--- src/hdl/ring_pkg.sv ---
`default_nettype none

package ring_pkg;

    // --------------------
    // frame constants
    // --------------------
    localparam logic [7:0] PREAMBLE_BYTE = 8'h55;
    localparam logic [7:0] SFD_BYTE      = 8'hd5;

    // reflected form of 0x04c11db7
    localparam logic [31:0] CRC_POLY = 32'hedb88320;

    // inverted register value after a good frame plus its FCS
    localparam logic [31:0] CRC_RESIDUE = 32'h2144df1c;

    // cycles between the parser stage and the replace point
    localparam int unsigned REPLACE_DELAY = 2;

    // --------------------
    // receive states
    // --------------------
    typedef enum logic [6:0] {
        IDLE     = 7'b0000000,
        PREAMBLE = 7'b0000001,
        LENGTH   = 7'b0000010,
        TYPE     = 7'b0000100,
        NODE     = 7'b0001000,
        PAYLOAD  = 7'b0010000,
        FCS      = 7'b0100000,
        ERROR    = 7'b1000000
    } rx_state_t;

endpackage

`default_nettype wire

--- src/hdl/crc32_calc.sv ---
`timescale 1ns/10ps
`default_nettype none

module crc32_calc (
    input  logic        clk,
    input  logic        reset,
    input  logic        update,
    input  logic [7:0]  data,
    input  logic        valid,
    output logic [31:0] crc
);

    logic [31:0] crc_reg;
    logic [31:0] crc_next;

    // restart from all ones when update is low, then fold lsb first
    always_comb begin
        crc_next = update ? crc_reg : 32'hffffffff;
        for (int i = 0; i < 8; i++) begin
            if (crc_next[0] ^ data[i]) begin
                crc_next = (crc_next >> 1) ^ ring_pkg::CRC_POLY;
            end else begin
                crc_next = crc_next >> 1;
            end
        end
    end

    always_ff @(posedge clk) begin
        if (reset) begin
            crc_reg <= 32'hffffffff;
        end else if (valid) begin
            crc_reg <= crc_next;
        end
    end

    // output is the inverted register, as sent in the FCS
    assign crc = ~crc_reg;

endmodule

`default_nettype wire

--- src/hdl/data_delay.sv ---
`timescale 1ns/10ps
`default_nettype none

module data_delay (
    input  logic        clk,
    input  logic        reset,
    input  logic [13:0] in_data,
    input  logic        in_valid,
    output logic [13:0] out_data,
    output logic        out_valid
);

    logic [13:0]                         data_q [ring_pkg::REPLACE_DELAY];
    logic [ring_pkg::REPLACE_DELAY-1:0] valid_q;

    always_ff @(posedge clk) begin
        if (reset) begin
            valid_q <= '0;
        end else begin
            valid_q[0] <= in_valid;
            for (int i = 1; i < ring_pkg::REPLACE_DELAY; i++) begin
                valid_q[i] <= valid_q[i-1];
            end
        end
    end

    // data shifts every cycle, valid or not
    always_ff @(posedge clk) begin
        data_q[0] <= in_data;
        for (int i = 1; i < ring_pkg::REPLACE_DELAY; i++) begin
            data_q[i] <= data_q[i-1];
        end
    end

    assign out_data  = data_q[ring_pkg::REPLACE_DELAY-1];
    assign out_valid = valid_q[ring_pkg::REPLACE_DELAY-1];

endmodule

`default_nettype wire

--- src/hdl/packet_rx.sv ---
`timescale 1ns/10ps
`default_nettype none

module packet_rx (
    input  logic        clk,
    input  logic        reset,

    input  logic        rx_first,
    input  logic        rx_last,
    input  logic [7:0]  rx_data,
    input  logic        rx_valid,

    output logic        fw_first,
    output logic        fw_last,
    output logic [7:0]  fw_data,
    output logic        fw_valid,

    output logic        rx_start,
    output logic        rx_end,
    output logic        rx_error,

    output logic [15:0] rx_length,
    output logic [7:0]  rx_type,
    output logic [7:0]  rx_node,

    output logic        payload_first,
    output logic        payload_last,
    output logic [15:0] payload_pos,
    output logic [7:0]  payload_data,
    output logic        payload_valid,

    input  logic [7:0]  replace_data,
    input  logic        replace_valid
);

    ring_pkg::rx_state_t state;

    logic [3:0]  cnt;
    logic        fcs_rx_last;
    logic        crc_update;
    logic        crc_check;
    logic [31:0] crc_value;
    logic [15:0] payload_pos_next;
    logic [7:0]  preamble_expect;
    logic        frame_err;

    // parser stage of the forward path
    logic [1:0]  pk_count;
    logic        pk_crc_update;
    logic        pk_fcs;
    logic        pk_first;
    logic        pk_last;
    logic [7:0]  pk_data;
    logic        pk_valid;

    assign payload_pos_next = payload_pos + 16'd1;
    assign preamble_expect  = (cnt == 4'd6) ? ring_pkg::SFD_BYTE : ring_pkg::PREAMBLE_BYTE;

    // first inside a frame, last outside the FCS, or a bad preamble byte
    assign frame_err =
        (rx_first && state != ring_pkg::IDLE && state != ring_pkg::ERROR) ||
        (rx_last && !rx_first && !fcs_rx_last &&
            state != ring_pkg::IDLE && state != ring_pkg::ERROR) ||
        (state == ring_pkg::PREAMBLE && rx_data != preamble_expect);

    // --------------------
    // parser
    // --------------------
    always_ff @(posedge clk) begin
        if (reset) begin
            state         <= ring_pkg::IDLE;
            cnt           <= 4'd0;
            fcs_rx_last   <= 1'b0;
            crc_update    <= 1'b0;
            crc_check     <= 1'b0;
            payload_first <= 1'b0;
            payload_last  <= 1'b0;
            payload_pos   <= 16'd0;
            rx_start      <= 1'b0;
            rx_end        <= 1'b0;
            rx_error      <= 1'b0;
            pk_valid      <= 1'b0;
        end else begin
            rx_start  <= 1'b0;
            rx_end    <= 1'b0;
            rx_error  <= 1'b0;
            crc_check <= 1'b0;
            pk_valid  <= 1'b0;

            if (rx_valid) begin
                pk_count      <= cnt[1:0];
                pk_crc_update <= crc_update;
                pk_fcs        <= (state == ring_pkg::FCS);
                pk_first      <= rx_first;
                pk_last       <= rx_last;
                pk_data       <= rx_data;
                pk_valid      <= 1'b1;

                if (cnt != 4'hf) begin
                    cnt <= cnt + 4'd1;
                end

                payload_first <= 1'b0;
                payload_last  <= 1'b0;
                fcs_rx_last   <= 1'b0;

                case (state)
                    ring_pkg::IDLE: begin
                        // only a good frame start is forwarded
                        pk_valid <= 1'b0;
                        if (rx_first) begin
                            if (rx_data == ring_pkg::PREAMBLE_BYTE && !rx_last) begin
                                state    <= ring_pkg::PREAMBLE;
                                rx_start <= 1'b1;
                                cnt      <= 4'd0;
                                pk_valid <= 1'b1;
                            end else begin
                                state    <= ring_pkg::ERROR;
                                rx_error <= 1'b1;
                            end
                        end
                    end

                    ring_pkg::PREAMBLE: begin
                        if (cnt == 4'd6) begin
                            state      <= ring_pkg::LENGTH;
                            cnt        <= 4'd0;
                            crc_update <= 1'b0;
                        end
                    end

                    ring_pkg::LENGTH: begin
                        crc_update <= 1'b1;
                        if (cnt[0]) begin
                            rx_length[15:8] <= rx_data;
                            state           <= ring_pkg::TYPE;
                        end else begin
                            rx_length[7:0] <= rx_data;
                        end
                    end

                    ring_pkg::TYPE: begin
                        rx_type <= rx_data;
                        state   <= ring_pkg::NODE;
                    end

                    ring_pkg::NODE: begin
                        rx_node       <= rx_data;
                        state         <= ring_pkg::PAYLOAD;
                        payload_first <= 1'b1;
                        payload_last  <= (rx_length == 16'd0);
                        payload_pos   <= 16'd0;
                        // up-stream hop count
                        pk_data       <= rx_data + 8'd1;
                    end

                    ring_pkg::PAYLOAD: begin
                        payload_last <= (payload_pos_next == rx_length);
                        payload_pos  <= payload_pos_next;
                        if (payload_last) begin
                            state <= ring_pkg::FCS;
                            cnt   <= 4'd0;
                        end
                    end

                    ring_pkg::FCS: begin
                        fcs_rx_last <= (cnt[1:0] == 2'd2);
                        if (fcs_rx_last) begin
                            state     <= ring_pkg::IDLE;
                            crc_check <= 1'b1;
                        end
                    end

                    default: begin
                        state <= ring_pkg::IDLE;
                    end
                endcase

                // cut the forwarded frame with a zero byte
                if (frame_err) begin
                    state    <= ring_pkg::ERROR;
                    rx_error <= 1'b1;
                    pk_fcs   <= 1'b0;
                    pk_first <= 1'b0;
                    pk_last  <= 1'b1;
                    pk_data  <= 8'h00;
                    pk_valid <= 1'b1;
                end
            end

            if (state == ring_pkg::ERROR) begin
                state    <= ring_pkg::IDLE;
                pk_valid <= 1'b0;
            end

            if (crc_check) begin
                if (crc_value == ring_pkg::CRC_RESIDUE) begin
                    rx_end <= 1'b1;
                end else begin
                    rx_error <= 1'b1;
                end
            end
        end
    end

    assign payload_data  = rx_data;
    assign payload_valid = rx_valid & (state == ring_pkg::PAYLOAD);

    // residue check runs over the received bytes including the FCS
    crc32_calc crc_rx (
        .clk    (clk),
        .reset  (reset),
        .update (crc_update),
        .data   (rx_data),
        .valid  (rx_valid),
        .crc    (crc_value)
    );

    // --------------------
    // forward path
    // --------------------
    logic [1:0]  dly_count;
    logic        dly_crc_update;
    logic        dly_fcs;
    logic        dly_first;
    logic        dly_last;
    logic [7:0]  dly_data_raw;
    logic [7:0]  dly_data;
    logic        dly_valid;
    logic [31:0] fw_crc;

    data_delay delay0 (
        .clk       (clk),
        .reset     (reset),
        .in_data   ({pk_count, pk_crc_update, pk_fcs, pk_first, pk_last, pk_data}),
        .in_valid  (pk_valid),
        .out_data  ({dly_count, dly_crc_update, dly_fcs, dly_first, dly_last, dly_data_raw}),
        .out_valid (dly_valid)
    );

    assign dly_data = replace_valid ? replace_data : dly_data_raw;

    // received FCS bytes are not folded, the register keeps the new CRC
    crc32_calc crc_fw (
        .clk    (clk),
        .reset  (reset),
        .update (dly_crc_update),
        .data   (dly_data),
        .valid  (dly_valid & ~dly_fcs),
        .crc    (fw_crc)
    );

    logic [1:0] out_count;
    logic       out_fcs;
    logic [7:0] out_buf;

    always_ff @(posedge clk) begin
        if (reset) begin
            fw_valid <= 1'b0;
        end else begin
            fw_valid <= dly_valid;
        end
    end

    always_ff @(posedge clk) begin
        out_count <= dly_count;
        out_fcs   <= dly_fcs;
        fw_first  <= dly_first;
        fw_last   <= dly_last;
        out_buf   <= dly_data;
    end

    // FCS goes out low byte first
    assign fw_data = out_fcs ? fw_crc[out_count*8 +: 8] : out_buf;

endmodule

`default_nettype wire

--- src/hdl/ring_node.sv ---
`timescale 1ns/10ps
`default_nettype none

module ring_node (
    input  logic        clk,
    input  logic        reset,

    input  logic        rx_first,
    input  logic        rx_last,
    input  logic [7:0]  rx_data,
    input  logic        rx_valid,

    output logic        tx_first,
    output logic        tx_last,
    output logic [7:0]  tx_data,
    output logic        tx_valid,

    output logic        rx_start,
    output logic        rx_end,
    output logic        rx_error,
    output logic [15:0] rx_length,
    output logic [7:0]  rx_type,
    output logic [7:0]  rx_node,

    output logic        payload_first,
    output logic        payload_last,
    output logic [15:0] payload_pos,
    output logic [7:0]  payload_data,
    output logic        payload_valid,

    input  logic [15:0] slot_pos,
    input  logic [7:0]  slot_tx_data,
    output logic [7:0]  slot_rx_data,
    output logic        slot_rx_valid
);

    logic       fw_first;
    logic       fw_last;
    logic [7:0] fw_data;
    logic       fw_valid;
    logic [7:0] replace_data;
    logic       replace_valid;

    packet_rx rx0 (
        .clk           (clk),
        .reset         (reset),
        .rx_first      (rx_first),
        .rx_last       (rx_last),
        .rx_data       (rx_data),
        .rx_valid      (rx_valid),
        .fw_first      (fw_first),
        .fw_last       (fw_last),
        .fw_data       (fw_data),
        .fw_valid      (fw_valid),
        .rx_start      (rx_start),
        .rx_end        (rx_end),
        .rx_error      (rx_error),
        .rx_length     (rx_length),
        .rx_type       (rx_type),
        .rx_node       (rx_node),
        .payload_first (payload_first),
        .payload_last  (payload_last),
        .payload_pos   (payload_pos),
        .payload_data  (payload_data),
        .payload_valid (payload_valid),
        .replace_data  (replace_data),
        .replace_valid (replace_valid)
    );

    slot_exchange slot0 (
        .clk           (clk),
        .reset         (reset),
        .payload_pos   (payload_pos),
        .payload_data  (payload_data),
        .payload_valid (payload_valid),
        .slot_pos      (slot_pos),
        .slot_tx_data  (slot_tx_data),
        .slot_rx_data  (slot_rx_data),
        .slot_rx_valid (slot_rx_valid),
        .replace_data  (replace_data),
        .replace_valid (replace_valid)
    );

    tx_buffer buf0 (
        .clk       (clk),
        .reset     (reset),
        .in_first  (fw_first),
        .in_last   (fw_last),
        .in_data   (fw_data),
        .in_valid  (fw_valid),
        .out_first (tx_first),
        .out_last  (tx_last),
        .out_data  (tx_data),
        .out_valid (tx_valid)
    );

endmodule

`default_nettype wire

--- src/hdl/slot_exchange.sv ---
`timescale 1ns/10ps
`default_nettype none

module slot_exchange (
    input  logic        clk,
    input  logic        reset,

    input  logic [15:0] payload_pos,
    input  logic [7:0]  payload_data,
    input  logic        payload_valid,

    input  logic [15:0] slot_pos,
    input  logic [7:0]  slot_tx_data,

    output logic [7:0]  slot_rx_data,
    output logic        slot_rx_valid,

    output logic [7:0]  replace_data,
    output logic        replace_valid
);

    logic [7:0] delay_cnt;
    logic       hit;

    assign hit = payload_valid && (payload_pos == slot_pos);

    always_ff @(posedge clk) begin
        if (reset) begin
            delay_cnt     <= 8'd0;
            slot_rx_valid <= 1'b0;
            replace_valid <= 1'b0;
        end else begin
            slot_rx_valid <= 1'b0;
            replace_valid <= 1'b0;

            if (delay_cnt != 8'd0) begin
                delay_cnt <= delay_cnt - 8'd1;
            end
            // lines up with the slot byte leaving data_delay
            if (delay_cnt == 8'd1) begin
                replace_valid <= 1'b1;
            end

            if (hit) begin
                slot_rx_valid <= 1'b1;
                delay_cnt     <= 8'(ring_pkg::REPLACE_DELAY);
            end
        end
    end

    // captured bytes
    always_ff @(posedge clk) begin
        if (hit) begin
            slot_rx_data <= payload_data;
            replace_data <= slot_tx_data;
        end
    end

endmodule

`default_nettype wire

--- src/hdl/tx_buffer.sv ---
`timescale 1ns/10ps
`default_nettype none

module tx_buffer (
    input  logic       clk,
    input  logic       reset,

    input  logic       in_first,
    input  logic       in_last,
    input  logic [7:0] in_data,
    input  logic       in_valid,

    output logic       out_first,
    output logic       out_last,
    output logic [7:0] out_data,
    output logic       out_valid
);

    logic [9:0] mem [2];
    logic       wr_ptr;
    logic       rd_ptr;
    logic [1:0] fill;
    logic       enable;

    assign out_valid = (fill != 2'd0) & enable;
    assign {out_first, out_last, out_data} = mem[rd_ptr];

    always_ff @(posedge clk) begin
        if (reset) begin
            wr_ptr <= 1'b0;
            rd_ptr <= 1'b0;
            fill   <= 2'd0;
            enable <= 1'b0;
        end else begin
            if (in_valid) begin
                wr_ptr <= ~wr_ptr;
            end
            if (out_valid) begin
                rd_ptr <= ~rd_ptr;
            end

            case ({in_valid, out_valid})
                2'b10:   fill <= fill + 2'd1;
                2'b01:   fill <= fill - 2'd1;
                default: fill <= fill;
            endcase

            // hold one byte, then run until the last one leaves
            if (fill != 2'd0) begin
                enable <= 1'b1;
            end
            if (out_valid && out_last) begin
                enable <= 1'b0;
            end
        end
    end

    always_ff @(posedge clk) begin
        if (in_valid) begin
            mem[wr_ptr] <= {in_first, in_last, in_data};
        end
    end

endmodule

`default_nettype wire

--- config.mk ---
export PLATFORM = sky130hd
export DESIGN_NAME = ring_node
export DESIGN_NICKNAME = d
export VERILOG_FILES = /design/src/hdl/ring_pkg.sv /design/src/hdl/crc32_calc.sv /design/src/hdl/data_delay.sv /design/src/hdl/packet_rx.sv /design/src/hdl/ring_node.sv /design/src/hdl/slot_exchange.sv /design/src/hdl/tx_buffer.sv
export SDC_FILE = /design/constraint.sdc
export NUM_CORES = 1
export LEC_CHECK = 0
export ABC_AREA = 1
export BUFFER_PORTS_ARGS = -buffer_cell sky130_fd_sc_hd__buf_2
export CORE_MARGIN = 4
export CORE_UTILIZATION = 50
export CTS_BUF_LIST = sky130_fd_sc_hd__clkbuf_16
export DETAILED_ROUTE_END_ITERATION = 16
export PLACE_DENSITY = 0.75
export SLEW_MARGIN = 30
export SYNTH_ARGS = -nofsm -noshare
export SYNTH_HDL_FRONTEND = slang
export SYNTH_SLANG_ARGS = --single-unit
--- constraint.sdc ---
create_clock -name clk -period 2.8 [get_ports clk]
set_input_delay 0.14 -clock clk [delete_from_list [all_inputs] [get_ports clk]]
set_output_delay 0.14 -clock clk [all_outputs]
set_load 0.02 [all_outputs]
==> results of run 1 <==
synthesized netlist by cell type, types with 10 or more instances:
cell      count
a21oi_1     114
xnor2_1      29
buf_4        11
nand3_1      80
nand2_1     361
clkbuf_1     27
nand2_2      23
o211ai_1     13
nor4_1       14
nand4_1      14
inv_1       127
xor2_1       56
o21ai_0      70
o21ai_1      17
dfxtp_1     160
nand3b_1     10
nor2_1      142
nor3_1       23
edfxtp_1     82
what timing repair did:
action | CTS | global route
gates resized for setup | 0 | 0
hold endpoints to repair | 47 | 0
hold buffers | 18 | 0
kinds of logic after synthesis:
group	synth area share
buffers and inverters	0.0653
xor gates and xnor gates	0.0849
DFF	0.475
muxes	0.00934
AOI/OAI and AO/OA	0.103
adders and majority gates	0.00945
and+or+nand+nor	0.252
worst paths after layout:
kind / startpoint / to / slack (ns)
worst max-delay path: rx0.state[0]$_SDFFE_PP0P_ / payload_valid / 0.46
worst min register to register: rx0.delay0.data_q[0][23]$_DFF_P_ / rx0.fw_first$_DFF_P_ / 0.32
worst max register to register: slot0.replace_valid$_SDFF_PP0_ / rx0.crc_fw.crc_reg[19]$_SDFFE_PP1P_ / 0.55
worst min-delay path: rx_data[1] / slot0.slot_rx_data[1]$_DFFE_PP_ / 0.02
per-layer routing:
layer / part of all wire / wire (microns) / up-vias
met1: 0.42 / 13100 / 4804
met2: 0.48 / 14900 / 410
met5: 0 / 0 / -
li1: - / - / 5086
met4: 0.025 / 766 / 0
met3: 0.068 / 2100 / 67
cell type report:
cell class / count / area [sq um] / share of cell area
well taps: 319 / 399 / 0.0288
inverters: 135 / 512 / 0.0369
repair buffers: 158 / 936 / 0.0675
clock inverters: 21 / 241 / 0.0174
multi-input cells: 1040 / 5480 / 0.396
clock buffers: 25 / 626 / 0.0451
flip-flops and latches: 242 / 5670 / 0.409
layout by cell type, fill, tap and decap left out, types with 13 or more instances in the layout:
cell	instances
nand2_1	361
dfxtp_1	160
nor2_1	140
inv_1	133
buf_2	118
a21oi_1	114
edfxtp_1	82
nand3_1	80
o21ai_0	70
xor2_1	56
xnor2_1	29
clkbuf_16	25
nand2_2	23
nor3_1	23
buf_4	22
dlygate4sd3_1	18
o21ai_1	17
nand4_1	14
nor4_1	14
o211ai_1	13
critical path, stage by stage (launching register included):
cell and delay, ns:
dfxtp_1 0.34, nor2_2 0.24, nand2_2 0.14, nor4_4 0.40
buf_4 0.34, buf_2 0.21
metrics by stage:
step | hold slack [ns] | setup slack (ns)
after CTS | 0.00459 | 0.488
after floorplan | 0.239 | 0.916
after global placement | 0.312 | 0.639
after global routing | 0.0201 | 0.289
final | 0.0198 | 0.464
after detailed placement | 0.312 | 0.590
where the power goes:
group	switching, mW	internal (mW)
Clock	1.37	2.10
Combinational	2.19	1.01
Sequential	0.250	4.07
Total	3.81	7.18
==> metrics, run 1 <==
outcome=finished clean; maximum vdd drop=585 uV; crit path time final=2.34 ns; IO Port Bufs=118; critical-path maximum fanout=17; top cells by area, synth=dfxtp_1 27%, edfxtp_1 21%, nand2_1 11%; first-pass GRT wire length=50200 microns; per-cell routed wire length=15.9 microns; TritonCTS clock tree=done; share of flip-flops with an asynchronous set or reset=0; WL final=30800 microns; Lkg Pwr=5.98 nW; ant diodes=0; CP Data Required Time=2.66 ns; Critical Path Source Type=register; initial core utilization=0.508; Post-DRT Antenna Nets=0; sequential area share after synthesis=0.475; DP Area=12800 sq um; total power=11.0 mW; Skew-Pair Late Insertion Delay=0.52 ns; clock sinks=242; clock slew at reported path FFs=0.06 ns; Cell Area, Synth=11900 sq um; Worst Path Arrival=2.20 ns; Syn Inst Count=1470; RSZ-0062 raised after global routing=false; Util after Layout=0.591; Tot GR Track Use=0.232; Layout Area Growth over Synthesis=16.3%; ys flop type=dfxtp_1; met2 Use GR=0.399; Inserted Clock Buffers=25; GRT busiest layer=met2; syn avg cell area=8.11 sq um; FF+latch count, synth=242; Slew @ Worst Pin=0.778 ns; # IOs=119; Site Rows=56; GP Congestion=0.923; vias in the first global route=9849; DR vias=10.4k; critical path capture point type=primary output; met3 usage=0.0278; synth warn=0; design area=13900 sq um; H-tree Lvls=1; number of cells after detailed placement=1876; die width=162 microns; Syn Nets=1516; PD cells=793 nW/um^2; Setup Skew=0.0119 ns; setup TNS=0 ns; largest net degree at the start of global routing=45; Post-synth EDFFs=82; antenna violations before repair=0; Hold Vio Cnt, Final=0; Slew Limit Fails=0; met1 Use GR=0.308; Finish-stage setup viols=0; HPWL Detailed=21700 microns; Synth top area share=0.269; total core area=23500 sq um; # DRC=0; share of layout cells above drive strength 1=0.154; crit share post-route=0.834; Layout Cells excl Fill=1940; cell depth of the worst hold path=2; FMAX=0.428 GHz; Worst Hold Class=in2reg; vias per inst=5.34; final net count=1648; R2R depth=13; Root Driver=clkbuf_16; Synth area leader=dfxtp_1; distinct cell type count after synthesis=53; die area=26400 sq um; max cap viols=0; Slew HR=0.480; Iter 0 DRT Violations=904; Clock Tree Buf Depth=3; postcts setup bufs=0; die span in y=162 microns; type of the worst setup path=reg2out; total gr overflow=0; DR pass1 iterations=5; Layout fillers=2056
Power figures use the tool's default switching activity.
==> inputs of run 2 (changes only) <==
Settings changed: PLACE_DENSITY 0.75 to 0.78.
Clock period 2.8 ns to 2 ns, I/O delays scaled along.
==> metrics, run 2 (synthesized netlist as in run 1, its figures left out) <==
outcome=finished clean; R2R Setup Slk=0.07 ns; DR pass1 iterations=6; critical path capture point type=register; commonest non-fill, non-tap cells in the layout=347 x nand2_1, 157 x dfxtp_1, 137 x nor2_1; clock sinks=242; Inserted Clock Buffers=26; Worst Hold Class=in2reg; Layout Area Growth over Synthesis=21.8%; first-pass GRT wire length=50800 microns; Largest stage delay, worst path=0.56 ns; Tot GR Track Use=0.234; TritonCTS clock tree=done; crit share post-route=0.975; PD cells=1100 nW/um^2; DR vias=10.9k; clock slew at reported path FFs=0.06 ns; initial core utilization=0.508; Setup Skew=0.00958 ns; Util after Layout=0.618; WL final=32300 microns; Clock Tree Buf Depth=3; DP Area=13200 sq um; vias per inst=5.43; Hold Vio Cnt, Final=0; CP Cell Sequence=dlygate4sd3_1, buf_2, inv_1, ha_1, nand3_1, nor2_1, nand2_1, nand2_1, nand2_4, inv_2, nand2_1, nand2_2, nor2_4, nand2_1, nand2_1, nor2_1; HPWL Detailed=22400 microns; Root Driver=clkbuf_16; R2R depth=13; Site Rows=56; Slew @ Worst Pin=0.796 ns; antenna violations before repair=0; GP Congestion=0.975; die area=26400 sq um; Worst Path Arrival=2.41 ns; type of the worst setup path=in2reg; Post-DRT Antenna Nets=0; IO Port Bufs=118; maximum vdd drop=861 uV; FMAX=0.513 GHz; Finish-stage setup viols=0; die span in y=162 microns; die width=162 microns; max cap viols=0; min-delay src=slot_pos[2]; crit path time final=1.95 ns; # IOs=119; Slew Limit Fails=0; Iter 0 DRT Violations=1133; total core area=23500 sq um; ant diodes=0; RSZ-0062 raised after global routing=true; worst-path cell with the longest stage delay=dlygate4sd3_1; final net count=1711; worst reg2reg path startpoint=rx0.state[3]$_SDFFE_PP0P_; CP Data Required Time=2.46 ns; H-tree Lvls=1; vias in the first global route=10.2k; CP dominant cell by count=nand2_1; commonest non-fill, non-tap cell in the layout=nand2_1; Skew-Pair Late Insertion Delay=0.54 ns; RR Endpoint=rx0.state[3]$_SDFFE_PP0P_; Slew HR=0.468; share of layout cells above drive strength 1=0.206; Critical Path Source Type=input port; design area=14500 sq um; total gr overflow=0; # DRC=0; largest net degree at the start of global routing=46; destination of the worst hold path=slot0.slot_rx_valid$_SDFF_PP0_; cell depth of the worst hold path=7; Lkg Pwr=6.30 nW; critical-path maximum fanout=7; per-cell routed wire length=16.1 microns
run 2: cell count changes in the layout (fill, tap and decap cells not counted), moves of 4 or more:
cell and delta:
buf_4 +54, nand2_4 +6, xor2_1 -4, inv_1 -9
nand2_1 -14, buf_6 +4, nand2_2 +8, xor2_2 +4
nor2_4 +5
run 2: metal layers:
metal | vias up | global-route usage | wire [microns]
li1 | 5208 | - | -
met1 | 5090 | 0.303 | 13200
met2 | 461 | 0.397 | 15500
met3 | 118 | 0.0370 | 2380
met4 | 0 | 0.0911 | 1220
met5 | - | 0 | 0
run 2: how the worst max path moves through the flow:
stage | end | cells after the start | start
6_report | rx0.state[3]$_SDFFE_PP0P_ | 16 | rx_data[1]
2_1_floorplan | slot0.replace_data[0]$_DFFE_PP_ | 5 | rx0.state[0]$_SDFFE_PP0P_
3_5_place_dp | rx0.state[1]$_SDFFE_PP0P_ | 12 | rx0.state[3]$_SDFFE_PP0P_
5_1_grt | rx0.payload_last$_SDFFE_PP0P_ | 12 | rx0.payload_pos[0]$_SDFFE_PP0P_
4_1_cts | payload_valid | 5 | rx0.state[0]$_SDFFE_PP0P_
3_3_place_gp | slot0.replace_data[7]$_DFFE_PP_ | 7 | rx0.payload_pos[8]$_SDFFE_PP0P_
run 2: metrics by stage:
step	hold slack, ns	power [mW]	setup TNS (ns)	std cells	worst slack, ns
after detailed placement	0.282	10.8	0	1925	0.00198
after global placement	0.282	10.6	-0.269	1925	-0.0234
final	0.216	16.0	0	2004	0.0498
after floorplan	0.199	9.44	0	1470	0.116
after CTS	0.172	15.6	0	1996	0.000892
after global routing	0.265	16.8	-0.0776	2004	-0.0263
run 2: worst max-delay path, delay by kind of cell:
family	cells	cell delay [ns]
buffers and inverters	4	0.90
adder cells (fa/ha/maj)	1	0.16
AND/OR/NAND/NOR	11	1.23
run 2: report_power, final:
group          total (mW)  internal [mW]  switching, mW
clock network        4.75           2.68           2.08
registers            6.04           5.70          0.345
logic                5.17           1.81           3.37
total                16.0           10.2           5.79
run 2: final cells by class:
class / count / area [sq um]
fill: 1879 / 8960
clock inverter: 22 / 204
inverter: 135 / 514
clock buffer: 26 / 651
sequential: 242 / 5670
timing repair buffer: 219 / 1430
multi-input combinational: 1041 / 5650
tap: 319 / 399
run 2: repair_timing:
action | CTS | global route
buffers inserted | 3 | 7
cloned | 0 | 1
pin swaps | 2 | 12
hold endpoints to repair | 53 | 0
resized for setup | 3 | 48
endpoints found under the setup margin | 4 | 67
hold buffers | 20 | 0
==> inputs of run 3 (changes only) <==
Settings changed: PLACE_DENSITY 0.78 to unset, PLACE_DENSITY_LB_ADDON set to 0.3.
==> metrics, run 3 (synthesized netlist as in run 1, its figures left out) <==
outcome=finished clean; TritonCTS clock tree=done; Layout fillers=2012; Setup Skew=0.0195 ns; H-tree Lvls=1; Hold Vio Cnt, Final=0; Lkg Pwr=6.34 nW; die span in y=162 microns; maximum vdd drop=896 uV; Slew @ Worst Pin=0.683 ns; clock slew at reported path FFs=0.06 ns; PD cells=1110 nW/um^2; commonest non-fill, non-tap cells in the layout=344 x nand2_1, 153 x dfxtp_1, 131 x nor2_1; vias in the first global route=10.1k; total gr overflow=0; total power=16.3 mW; Util after Layout=0.623; Clock Tree Buf Depth=3; RR Endpoint=slot0.slot_rx_data[0]$_DFFE_PP_; worst-path cell with the longest stage delay=dfxtp_1; critical-path maximum fanout=5; Worst Hold Class=in2reg; type of the worst setup path=reg2out; Root Driver=clkbuf_16; IO Port Bufs=118; crit path time final=1.92 ns; GP Congestion=0.931; die area=26400 sq um; commonest non-fill, non-tap cell in the layout=nand2_1; Seq. cell area=5680 sq um; CP endpoint=payload_valid; worst hold margin=0.0153 ns; share of layout cells above drive strength 1=0.214; final net count=1707; max cap viols=0; ant diodes=0; Slew HR=0.544; antenna violations before repair=0; R2R Setup Slk=0.09 ns; Finish-stage setup viols=0; Largest stage delay, worst path=0.31 ns; largest net degree at the start of global routing=69; Slew Limit Fails=0; Tot GR Track Use=0.240; min-delay src=rx_data[7]; clock sinks=242; Worst Path Arrival=1.82 ns; Layout Area Growth over Synthesis=22.6%; # DRC=0; RSZ-0062 raised after global routing=true; FMAX=0.521 GHz; worst reg2reg path startpoint=rx0.state[6]$_SDFFE_PP0P_; initial core utilization=0.508; DR pass1 iterations=6; HPWL Detailed=22600 microns; Post-DRT Antenna Nets=0; # IOs=119; critical path capture point type=primary output; WL final=32000 microns; multi-input logic area=5720 sq um; total core area=23500 sq um; worst setup path start=rx0.state[6]$_SDFFE_PP0P_; Inserted Clock Buffers=26; first-pass GRT wire length=51900 microns; Skew-Pair Late Insertion Delay=0.53 ns; vias per inst=5.25; CP Cell Sequence=buf_4, inv_1, nand2_2, nor4_4, buf_4, buf_12, buf_4; R2R depth=9; Critical Path Source Type=register; die width=162 microns; CP dominant cell by count=buf_4; DR vias=10.5k; Iter 0 DRT Violations=837; Site Rows=56; crit share post-route=0.960; CP Data Required Time=1.90 ns; per-cell routed wire length=16.0 microns
## run 3: timing repair
action / 4_1_cts / 5_1_grt
pin swaps: 1 / 6
resized for setup: 11 / 58
gates cloned: 0 / 1
hold buffers: 17 / 0
setup buffers: 1 / 4
endpoints found under the setup margin: 13 / 63
hold endpoints to repair: 47 / 0
## run 3: stage by stage
step	setup WS [ns]	instance area, sq um	std cells	setup TNS (ns)
after floorplan	0.116	11900	1470	0
after global placement	-0.0491	13200	1929	-0.296
after detailed placement	-0.0372	13200	1929	-0.0372
after CTS	0.00469	14400	1995	0
after global routing	-0.0264	14600	2000	-0.117
final	0.0806	14600	2000	0
## run 3: worst min-delay path by stage
stage,cells past startpoint,end
floorplan,0,rx0.rx_length[0]$_DFFE_PP_
global placement,1,slot0.replace_data[3]$_DFFE_PP_
detailed placement,1,slot0.replace_data[4]$_DFFE_PP_
CTS,2,rx0.rx_node[7]$_DFFE_PP_
global route,2,rx0.rx_length[6]$_DFFE_PP_
finish,2,rx0.rx_type[7]$_DFFE_PP_
## run 3: critical path: cells and delay by family (launching register included)
kind                   cells  cell delay, ns
AND/OR/NAND/NOR            2            0.34
buffers and inverters      5            0.64
flip-flops                 1            0.31
## run 3: final cells by class
type	count	area share
Multi-Input combinational cell	1041	0.391
Sequential cell	242	0.388
Timing Repair Buffer	215	0.0959
Clock buffer	27	0.0462
Inverter	135	0.0352
Tap cell	319	0.0273
Clock inverter	21	0.0160
## run 3: layer usage
metal  share of wire  up-vias  wire length [microns]  track usage
met3           0.056       77                   1800       0.0334
li1                -     5204                      -            -
met5               0        -                      0            0
met2            0.49      330                  15700        0.415
met4           0.030        0                    948       0.0754
met1            0.42     4894                  13600        0.313
## run 3: power by group
group,switching (mW),internal [mW],leakage [nW]
clock network,2.00,3.09,0.454
logic,3.33,1.83,3.82
registers,0.334,5.70,2.07
